### src/verilog/shooter_pkg.sv
`default_nettype none

package shooter_pkg;

	typedef logic [7:0] row_t; // active low, one lit row
	typedef logic [3:0] col_t; // matrix column 8..15
	typedef logic [3:0] life_t;
	typedef logic [3:0] ammo_t;
	typedef logic [6:0] seg_t; // active low, a..g
	typedef logic [1:0] com_t;

	// scan order on the matrix
	typedef enum logic [2:0] {
		SLOT_A,
		SLOT_B,
		SLOT_A_UP,
		SLOT_A_DOWN,
		SLOT_B_UP,
		SLOT_B_DOWN
	} slot_t;

	localparam row_t ROW_EMPTY = 8'b1111_1111;
	localparam row_t ROW_TOP = 8'b1111_1110;
	localparam row_t ROW_BOTTOM = 8'b0111_1111;

	localparam col_t COL_MIN = 4'd8;
	localparam col_t COL_MAX = 4'd15;
	localparam col_t COL_START = 4'd12;

	localparam life_t LIFE_FULL = 4'd15;
	localparam ammo_t AMMO_FULL = 4'd9; // nine shots per player

	localparam com_t COM_A = 2'b01;
	localparam com_t COM_B = 2'b10;
	localparam seg_t SEG_BLANK = 7'b1111110; // only the middle bar lit

	// tick periods in CLK cycles
	localparam int MOVE_DIV_DEF = 20_000_000;
	localparam int SKILL_DIV_DEF = 3_000_000;
	localparam int SCAN_DIV_DEF = 20_000;

endpackage

`default_nettype wire

### src/verilog/tick_gen.sv
`timescale 1ns/1ns
`default_nettype none

module tick_gen #(
	parameter int MOVE_DIV = shooter_pkg::MOVE_DIV_DEF,
	parameter int SKILL_DIV = shooter_pkg::SKILL_DIV_DEF,
	parameter int SCAN_DIV = shooter_pkg::SCAN_DIV_DEF
) (
	input logic CLK,
	input logic Clear,
	output logic move_tick,
	output logic skill_tick,
	output logic scan_tick
);

	localparam int DIVS [0:2] = '{MOVE_DIV, SKILL_DIV, SCAN_DIV};

	logic [2:0] ticks;

	for (genvar i = 0; i < 3; i++)
	begin : g_div
		logic [31:0] cnt;

		// free running, strobe on terminal count
		always_ff @(posedge CLK or posedge Clear)
		begin
			if (Clear)
			begin
				cnt <= '0;
				ticks[i] <= 1'b0;
			end
			else if (cnt == 32'(DIVS[i] - 1))
			begin
				cnt <= '0;
				ticks[i] <= 1'b1;
			end
			else
			begin
				cnt <= cnt + 32'd1;
				ticks[i] <= 1'b0;
			end
		end
	end

	assign move_tick = ticks[0];
	assign skill_tick = ticks[1];
	assign scan_tick = ticks[2];

endmodule

`default_nettype wire

### src/verilog/player_move.sv
`timescale 1ns/1ns
`default_nettype none

module player_move #(
	parameter shooter_pkg::row_t START_ROW = shooter_pkg::ROW_BOTTOM
) (
	input logic CLK,
	input logic Clear,
	input logic move_tick,
	input logic up,
	input logic down,
	input logic left,
	input logic right,
	output shooter_pkg::row_t row,
	output shooter_pkg::col_t col
);

	import shooter_pkg::*;

	always_ff @(posedge CLK or posedge Clear)
	begin
		if (Clear)
		begin
			row <= START_ROW;
			col <= COL_START;
		end
		else if (move_tick)
		begin
			// up wins over down
			if (up)
			begin
				if (row != ROW_TOP)
					row <= {1'b1, row[7:1]}; // toward bit 0
			end
			else if (down)
			begin
				if (row != ROW_BOTTOM)
					row <= {row[6:0], 1'b1};
			end

			// left wins over right
			if (left)
			begin
				if (col != COL_MIN)
					col <= col - 4'd1;
			end
			else if (right)
			begin
				if (col != COL_MAX)
					col <= col + 4'd1;
			end
		end
	end

endmodule

`default_nettype wire

### src/verilog/shot_track.sv
`timescale 1ns/1ns
`default_nettype none

module shot_track (
	input logic CLK,
	input logic Clear,
	input logic skill_tick,
	input logic fire,
	input logic game_on,
	input shooter_pkg::row_t row,
	input shooter_pkg::col_t col,
	output shooter_pkg::row_t bullet_up,
	output shooter_pkg::row_t bullet_down,
	output shooter_pkg::col_t bullet_col,
	output shooter_pkg::ammo_t ammo
);

	import shooter_pkg::*;

	logic clear_sky; // no bullet of ours left on the matrix
	logic launch;

	assign clear_sky = (bullet_up == ROW_EMPTY) && (bullet_down == ROW_EMPTY);
	assign launch = fire && game_on && (ammo != 4'd0) && clear_sky;

	always_ff @(posedge CLK or posedge Clear)
	begin
		if (Clear)
		begin
			bullet_up <= ROW_EMPTY;
			bullet_down <= ROW_EMPTY;
			bullet_col <= COL_START;
			ammo <= AMMO_FULL;
		end
		else if (skill_tick)
		begin
			if (launch)
			begin
				// start one step away from the player
				bullet_up <= {1'b1, row[7:1]};
				bullet_down <= {row[6:0], 1'b1};
				bullet_col <= col;
				ammo <= ammo - 4'd1;
			end
			else
			begin
				// 1 fill, so a bullet off the edge ends up empty
				bullet_up <= {1'b1, bullet_up[7:1]};
				bullet_down <= {bullet_down[6:0], 1'b1};
			end
		end
	end

endmodule

`default_nettype wire

### src/verilog/life_keeper.sv
`timescale 1ns/1ns
`default_nettype none

module life_keeper (
	input logic CLK,
	input logic Clear,
	input logic skill_tick,
	input shooter_pkg::row_t a_row,
	input shooter_pkg::row_t b_row,
	input shooter_pkg::col_t a_col,
	input shooter_pkg::col_t b_col,
	input shooter_pkg::row_t a_up,
	input shooter_pkg::row_t a_down,
	input shooter_pkg::row_t b_up,
	input shooter_pkg::row_t b_down,
	input shooter_pkg::col_t a_bullet_col,
	input shooter_pkg::col_t b_bullet_col,
	input logic a_defense,
	input logic b_defense,
	output shooter_pkg::life_t a_life,
	output shooter_pkg::life_t b_life,
	output logic game_on
);

	import shooter_pkg::*;

	logic a_hit; // B's bullets on A
	logic b_hit;

	assign a_hit = ((b_up == a_row) || (b_down == a_row)) && (b_bullet_col == a_col) && !a_defense;
	assign b_hit = ((a_up == b_row) || (a_down == b_row)) && (a_bullet_col == b_col) && !b_defense;

	assign game_on = (a_life != 4'd0) && (b_life != 4'd0);

	// lives freeze once either reaches zero
	always_ff @(posedge CLK or posedge Clear)
	begin
		if (Clear)
		begin
			a_life <= LIFE_FULL;
			b_life <= LIFE_FULL;
		end
		else if (skill_tick && game_on)
		begin
			if (a_hit)
				a_life <= a_life >> 1; // halve, round down
			if (b_hit)
				b_life <= b_life >> 1;
		end
	end

endmodule

`default_nettype wire

### src/verilog/matrix_scan.sv
`timescale 1ns/1ns
`default_nettype none

module matrix_scan (
	input logic CLK,
	input logic Clear,
	input logic scan_tick,
	input logic game_on,
	input logic a_defense,
	input logic b_defense,
	input shooter_pkg::row_t a_row,
	input shooter_pkg::row_t b_row,
	input shooter_pkg::col_t a_col,
	input shooter_pkg::col_t b_col,
	input shooter_pkg::row_t a_up,
	input shooter_pkg::row_t a_down,
	input shooter_pkg::row_t b_up,
	input shooter_pkg::row_t b_down,
	input shooter_pkg::col_t a_bullet_col,
	input shooter_pkg::col_t b_bullet_col,
	output shooter_pkg::col_t column,
	output shooter_pkg::row_t r_color,
	output shooter_pkg::row_t g_color,
	output shooter_pkg::row_t b_color
);

	import shooter_pkg::*;

	slot_t slot;
	slot_t slot_next;
	col_t sel_col;
	row_t sel_r;
	row_t sel_g;
	row_t sel_b;

	// object and colors of the current slot
	always_comb
	begin
		sel_col = column;
		sel_r = ROW_EMPTY;
		sel_g = ROW_EMPTY;
		sel_b = ROW_EMPTY;
		slot_next = SLOT_A;
		case (slot)
			SLOT_A:
			begin
				sel_col = a_col;
				sel_r = a_row;
				if (a_defense) // white while defending
				begin
					sel_g = a_row;
					sel_b = a_row;
				end
				slot_next = SLOT_B;
			end
			SLOT_B:
			begin
				sel_col = b_col;
				sel_g = b_row;
				if (b_defense)
				begin
					sel_r = b_row;
					sel_b = b_row;
				end
				slot_next = SLOT_A_UP;
			end
			SLOT_A_UP:
			begin
				sel_col = a_bullet_col;
				sel_b = a_up;
				slot_next = SLOT_A_DOWN;
			end
			SLOT_A_DOWN:
			begin
				sel_col = a_bullet_col;
				sel_b = a_down;
				slot_next = SLOT_B_UP;
			end
			SLOT_B_UP:
			begin
				sel_col = b_bullet_col;
				sel_b = b_up;
				slot_next = SLOT_B_DOWN;
			end
			SLOT_B_DOWN:
			begin
				sel_col = b_bullet_col;
				sel_b = b_down;
				slot_next = SLOT_A; // wrap
			end
			default:
				slot_next = SLOT_A;
		endcase
	end

	always_ff @(posedge CLK or posedge Clear)
	begin
		if (Clear)
		begin
			slot <= SLOT_A;
			column <= COL_START;
			r_color <= ROW_EMPTY;
			g_color <= ROW_EMPTY;
			b_color <= ROW_EMPTY;
		end
		else if (scan_tick)
		begin
			slot <= slot_next;
			if (game_on)
			begin
				column <= sel_col;
				r_color <= sel_r;
				g_color <= sel_g;
				b_color <= sel_b;
			end
			else
			begin
				// game over, dark matrix and column held
				r_color <= ROW_EMPTY;
				g_color <= ROW_EMPTY;
				b_color <= ROW_EMPTY;
			end
		end
	end

endmodule

`default_nettype wire

### src/verilog/seg_mux.sv
`timescale 1ns/1ns
`default_nettype none

module seg_mux (
	input logic CLK,
	input logic Clear,
	input logic scan_tick,
	input shooter_pkg::ammo_t a_ammo,
	input shooter_pkg::ammo_t b_ammo,
	output shooter_pkg::seg_t seg,
	output shooter_pkg::com_t com
);

	import shooter_pkg::*;

	// a..g, active low
	localparam seg_t DIGITS [0:9] = '{
		7'b0000001, 7'b1001111, 7'b0010010, 7'b0000110, 7'b1001100,
		7'b0100100, 7'b0100000, 7'b0001111, 7'b0000000, 7'b0000100
	};

	ammo_t digit;
	seg_t pattern;

	assign digit = (com == COM_A) ? a_ammo : b_ammo; // digit loaded on this tick

	always_comb
	begin
		if (digit > 4'd9)
			pattern = SEG_BLANK;
		else
			pattern = DIGITS[digit];
	end

	always_ff @(posedge CLK or posedge Clear)
	begin
		if (Clear)
		begin
			seg <= SEG_BLANK;
			com <= COM_A;
		end
		else if (scan_tick)
		begin
			seg <= pattern;
			com <= (com == COM_A) ? COM_B : COM_A;
		end
	end

endmodule

`default_nettype wire

### src/verilog/shooter_top.sv
`timescale 1ns/1ns
`default_nettype none

module shooter_top #(
	parameter int MOVE_DIV = shooter_pkg::MOVE_DIV_DEF,
	parameter int SKILL_DIV = shooter_pkg::SKILL_DIV_DEF,
	parameter int SCAN_DIV = shooter_pkg::SCAN_DIV_DEF
) (
	input logic CLK,
	input logic Clear,
	input logic a_up,
	input logic a_down,
	input logic a_left,
	input logic a_right,
	input logic a_attack,
	input logic a_defense,
	input logic b_up,
	input logic b_down,
	input logic b_left,
	input logic b_right,
	input logic b_attack,
	input logic b_defense,
	output shooter_pkg::col_t column,
	output shooter_pkg::row_t r_color,
	output shooter_pkg::row_t g_color,
	output shooter_pkg::row_t b_color,
	output shooter_pkg::life_t a_life,
	output shooter_pkg::life_t b_life,
	output shooter_pkg::seg_t seg,
	output shooter_pkg::com_t com
);

	import shooter_pkg::*;

	logic move_tick;
	logic skill_tick;
	logic scan_tick;
	logic game_on;
	row_t a_row, b_row;
	col_t a_col, b_col;
	row_t a_shot_up, a_shot_down; // A's volley
	row_t b_shot_up, b_shot_down;
	col_t a_bullet_col, b_bullet_col;
	ammo_t a_ammo, b_ammo;

	tick_gen #(
		.MOVE_DIV(MOVE_DIV),
		.SKILL_DIV(SKILL_DIV),
		.SCAN_DIV(SCAN_DIV)
	) u_ticks (
		.CLK(CLK), .Clear(Clear),
		.move_tick(move_tick), .skill_tick(skill_tick), .scan_tick(scan_tick)
	);

	player_move #(.START_ROW(ROW_BOTTOM)) u_move_a (
		.CLK(CLK), .Clear(Clear), .move_tick(move_tick),
		.up(a_up), .down(a_down), .left(a_left), .right(a_right),
		.row(a_row), .col(a_col)
	);

	player_move #(.START_ROW(ROW_TOP)) u_move_b (
		.CLK(CLK), .Clear(Clear), .move_tick(move_tick),
		.up(b_up), .down(b_down), .left(b_left), .right(b_right),
		.row(b_row), .col(b_col)
	);

	shot_track u_shot_a (
		.CLK(CLK), .Clear(Clear), .skill_tick(skill_tick),
		.fire(a_attack), .game_on(game_on), .row(a_row), .col(a_col),
		.bullet_up(a_shot_up), .bullet_down(a_shot_down),
		.bullet_col(a_bullet_col), .ammo(a_ammo)
	);

	shot_track u_shot_b (
		.CLK(CLK), .Clear(Clear), .skill_tick(skill_tick),
		.fire(b_attack), .game_on(game_on), .row(b_row), .col(b_col),
		.bullet_up(b_shot_up), .bullet_down(b_shot_down),
		.bullet_col(b_bullet_col), .ammo(b_ammo)
	);

	life_keeper u_life (
		.CLK(CLK), .Clear(Clear), .skill_tick(skill_tick),
		.a_row(a_row), .b_row(b_row), .a_col(a_col), .b_col(b_col),
		.a_up(a_shot_up), .a_down(a_shot_down), .b_up(b_shot_up), .b_down(b_shot_down),
		.a_bullet_col(a_bullet_col), .b_bullet_col(b_bullet_col),
		.a_defense(a_defense), .b_defense(b_defense),
		.a_life(a_life), .b_life(b_life), .game_on(game_on)
	);

	matrix_scan u_scan (
		.CLK(CLK), .Clear(Clear), .scan_tick(scan_tick), .game_on(game_on),
		.a_defense(a_defense), .b_defense(b_defense),
		.a_row(a_row), .b_row(b_row), .a_col(a_col), .b_col(b_col),
		.a_up(a_shot_up), .a_down(a_shot_down), .b_up(b_shot_up), .b_down(b_shot_down),
		.a_bullet_col(a_bullet_col), .b_bullet_col(b_bullet_col),
		.column(column), .r_color(r_color), .g_color(g_color), .b_color(b_color)
	);

	seg_mux u_seg (
		.CLK(CLK), .Clear(Clear), .scan_tick(scan_tick),
		.a_ammo(a_ammo), .b_ammo(b_ammo), .seg(seg), .com(com)
	);

endmodule

`default_nettype wire

### config.mk
export PLATFORM = sky130hd
export DESIGN_NAME = shooter_top
export DESIGN_NICKNAME = d
export VERILOG_FILES = /design/src/verilog/shooter_pkg.sv /design/src/verilog/tick_gen.sv /design/src/verilog/player_move.sv /design/src/verilog/shot_track.sv /design/src/verilog/life_keeper.sv /design/src/verilog/matrix_scan.sv /design/src/verilog/seg_mux.sv /design/src/verilog/shooter_top.sv
export SDC_FILE = /design/constraint.sdc
export NUM_CORES = 1
export LEC_CHECK = 0
export ABC_CLOCK_PERIOD_IN_PS = 4900
export BUFFER_PORTS_ARGS = -buffer_cell sky130_fd_sc_hd__buf_2
export CORE_MARGIN = 2
export CORE_UTILIZATION = 40
export DETAILED_ROUTE_END_ITERATION = 16
export HOLD_SLACK_MARGIN = 0.1
export MAX_ROUTING_LAYER = met4
export PLACE_DENSITY = 0.63
export REMOVE_ABC_BUFFERS = 1
export SLEW_MARGIN = 40
export SYNTH_ARGS = -nofsm -noshare
export SYNTH_HDL_FRONTEND = slang
export SYNTH_HIERARCHICAL = 1
export SYNTH_SLANG_ARGS = --single-unit
### constraint.sdc
create_clock -name CLK -period 4.9 [get_ports CLK]
set_input_delay 0.98 -clock CLK [delete_from_list [all_inputs] [get_ports CLK]]
set_output_delay 0.98 -clock CLK [all_outputs]
set_load 0.02 [all_outputs]
==> flow_metrics.env <==
export IMPL_status="complete, no violations"
export IMPL_ys_seq_elements=215
export IMPL_synth_flop_cell="dfrtp_1"
export IMPL_peakVddDrop_mv=0.249
export IMPL_core_area_um2=29500
export IMPL_nets=1235
export IMPL_drtAntennaViolNets=0
export IMPL_synth_area_leader_cell="dfrtp_1"
export IMPL_viasPerCell=5.67
export IMPL_hold_buffers=0
export IMPL_clk_latency_ns=0.52
export IMPL_ys_top_cells_by_area="dfrtp_1, dfstp_2, xnor2_1"
export IMPL_stdcell_count=1618
export IMPL_antenna_found_initial=3
export IMPL_slew_headroom_pct=44.7
export IMPL_cts_resized=0
export IMPL_syn_inst=1155
export IMPL_seq_area_um2=5500
export IMPL_cts_sinks=215
export IMPL_ys_seq_area_share_pct=46.1
export IMPL_critPathKind="flop to flop"
export IMPL_synth_most_common_cell="dfrtp_1"
export IMPL_finalHoldViolations=0
export IMPL_hold_path_class="flop to flop"
export IMPL_rows=63
export IMPL_worst_setup_path_start_kind="flop"
export IMPL_die_y_um=177
export IMPL_nFillCells=2772
export IMPL_drv_slew=0
export IMPL_grt_max_degree=75
export IMPL_drive_above_1_share_pct=22.5
export IMPL_drt_total_wl_um=29000
export IMPL_slowest_delay_ns=0.88
export IMPL_tns_ns=0
export IMPL_firstDrtPassIters=7
export IMPL_finalClockSkew_ns=0.0158
export IMPL_io_buffers=58
export IMPL_yosys_warnings=6
export IMPL_grt_pass1_wl_um=47500
export IMPL_grt_usage_pct=19.3
export IMPL_numCtsBuffers=25
export IMPL_holdWs_ns=0.475
export IMPL_fin_crit_sh_pct=49.5
export IMPL_vias=9177
export IMPL_rsz0062_at_grt="false"
export IMPL_maxCapViolations=0
export IMPL_setup_viol=0
export IMPL_crit_arrival_ns=2.83
export IMPL_fmax_mhz=412
export IMPL_mappedNetlistArea_um2=11900
export IMPL_io_pins=59
export IMPL_die_w_um=177
export IMPL_post_cts_buffers=0
export IMPL_cts_tree="built"
export IMPL_synth_top_cell_area_share_pct=25.2
export IMPL_overflow=0
export IMPL_wl_per_cell_um=17.9
export IMPL_async_reset_ff_share_pct=100
export IMPL_cp_slowest_cell="dfrtp_1"
export IMPL_start_util_pct=40.5
export IMPL_cp_max_fo=20
export IMPL_crit_path_end_kind="flop"
export IMPL_power_leakage_nw=5.58
export IMPL_synth_edf_count=0
export IMPL_cp_required_ns=5.30
export IMPL_synth_cell_type_count=81
export IMPL_die_area_um2=31200
export IMPL_cts_root_buffer="clkbuf_16"
export IMPL_worstPathCellList="inv_1, ha_1, nor2_1, mux2i_1, a21oi_1"
export IMPL_syn_avg_cell_area_um2=10.3
export IMPL_post_dp_hpwl_um=20100
export IMPL_yosys_top_cells_count="dfrtp_1, dfstp_2, a21oi_1, nor2_1, nand2_1"
export IMPL_period_minus_slack_ns=2.43
export IMPL_drtIter0Drc=752
export IMPL_dp_cells=1569
export IMPL_place_congestion=0.879
export IMPL_area_growth_pct=12.3
export IMPL_htreeDepth=1
export IMPL_cts_clk_slew_worst_paths_ns=0.06
export IMPL_clock_path_buffers=3
export IMPL_tightest_slew_ns=0.829
export IMPL_powerDensity_nw_per_um2=278
export IMPL_multiInputGateArea_um2=6040
export IMPL_drc_errors=0
export IMPL_grt_pass1_vias=8894
[cell families after synthesis]
| logic type | synth area share, % |
|---|---|
| flops | 46.1 |
| buf+inv | 3.61 |
| fa+ha+maj | 1.70 |
| compound gates | 12.8 |
| other cells | 0.0629 |
| simple gates | 21.0 |
| mux | 5.98 |
| xor+xnor | 8.73 |
[critical path: cells and delay by family, from the launching register on]
kind	cells	cell delay, ns
buffers and inverters	1	0.32
AOI/OAI and AO/OA	1	0.09
DFF	1	0.88
and+or+nand+nor	1	0.37
muxes	1	0.27
adders and majority gates	1	0.38
[power by group]
part           switching, W  total (W)  internal (W)
sequential                0    0.00178       0.00178
clock              0.000742    0.00187       0.00113
combinational     0.0000564  0.0000720     0.0000156
total              0.000798    0.00372       0.00292
[state kept, by name, summed over array words and instances, names as in the netlist, 2 cells and up]
register / cells
u_shot_b/bullet_col: 4
u_scan/b_color: 8
u_shot_a/bullet_down: 7
u_seg/com: 2
u_shot_b/bullet_down: 7
u_move_a/row: 8
u_life/a_life: 4
u_move_b/row: 8
u_move_b/col: 4
u_scan/r_color: 8
u_life/b_life: 4
u_shot_a/bullet_col: 4
u_shot_b/ammo: 4
u_scan/column: 4
u_move_a/col: 4
u_shot_a/ammo: 4
u_seg/seg: 7
u_scan/slot: 3
u_ticks/g_div.cnt: 96
u_scan/g_color: 8
u_shot_a/bullet_up: 7
u_shot_b/bullet_up: 7
[cell usage in the layout, fill, tap and decap left out, drive strengths merged, types with 6 or more instances in the layout]
cell type	instances
dfrtp	120
dfstp	95
a21oi	75
nor2	71
nand2	67
buf	66
xnor2	65
nand4	59
xor2	54
inv	46
o21ai	45
nand3	44
clkbuf	38
mux2	37
nor4	32
nor2b	26
mux2i	26
nor3	26
and4	22
and3	21
a31oi	19
ha	13
a221o	12
a211o	12
nand2b	11
or3	10
and2	7
o211ai	7
nor4b	6
o22a	6
[routing by layer]
metal	global-route usage (%)	routed length (um)	up-vias	part of all wire, %
met3	3.16	1520	42	5.2
li1	-	-	4354	-
met1	26.1	13400	4563	46
met2	30.0	13500	218	47
met4	5.27	566	0	1.9
met5	-	0	-	0
[area by class of cell]
class,count,area share (%)
clock buffer,38,5.70
multi-input combinational,853,45.1
clock inverter,8,0.579
tap,390,3.64
inverter,45,1.30
antenna,3,0.0560
timing repair buffer,66,2.61
sequential,215,41.0
[through the flow]
stage          power, W  area [um2]  worst slack, ns  util (%)
3_3_place_gp    0.00188       12500             2.23      42.5
2_1_floorplan   0.00185       11700             1.33         -
4_1_cts         0.00378       13400             2.34      45.4
3_5_place_dp    0.00188       12600             2.20      42.6
5_1_grt         0.00387       13400             2.40      45.5
6_report        0.00372       13400             2.47      45.5
[worst paths after layout]
kind | from | end | slack, ns | cells past startpoint
hold reg to reg | u_ticks/g_div[2].cnt[31]$_DFF_PP0_ | u_ticks/g_div[2].cnt[31]$_DFF_PP0_ | 0.48 | 1
setup reg to reg | u_scan/slot[1]$_DFFE_PP0P_ | u_scan/column[1]$_DFFE_PP0P_ | 2.47 | 5
hold / removal | u_ticks/g_div[2].cnt[31]$_DFF_PP0_ | u_ticks/g_div[2].cnt[31]$_DFF_PP0_ | 0.48 | 1
setup / recovery | u_scan/slot[1]$_DFFE_PP0P_ | u_scan/column[1]$_DFFE_PP0P_ | 2.47 | 5
max in group asynchronous | Clear | u_ticks/g_div[1].cnt[20]$_DFF_PP0_ | 3.40 | 3
min in group asynchronous | Clear | u_seg/seg[0]$_DFFE_PP0P_ | 0.54 | 2
No activity file was read; power rests on OpenSTA's default activity.
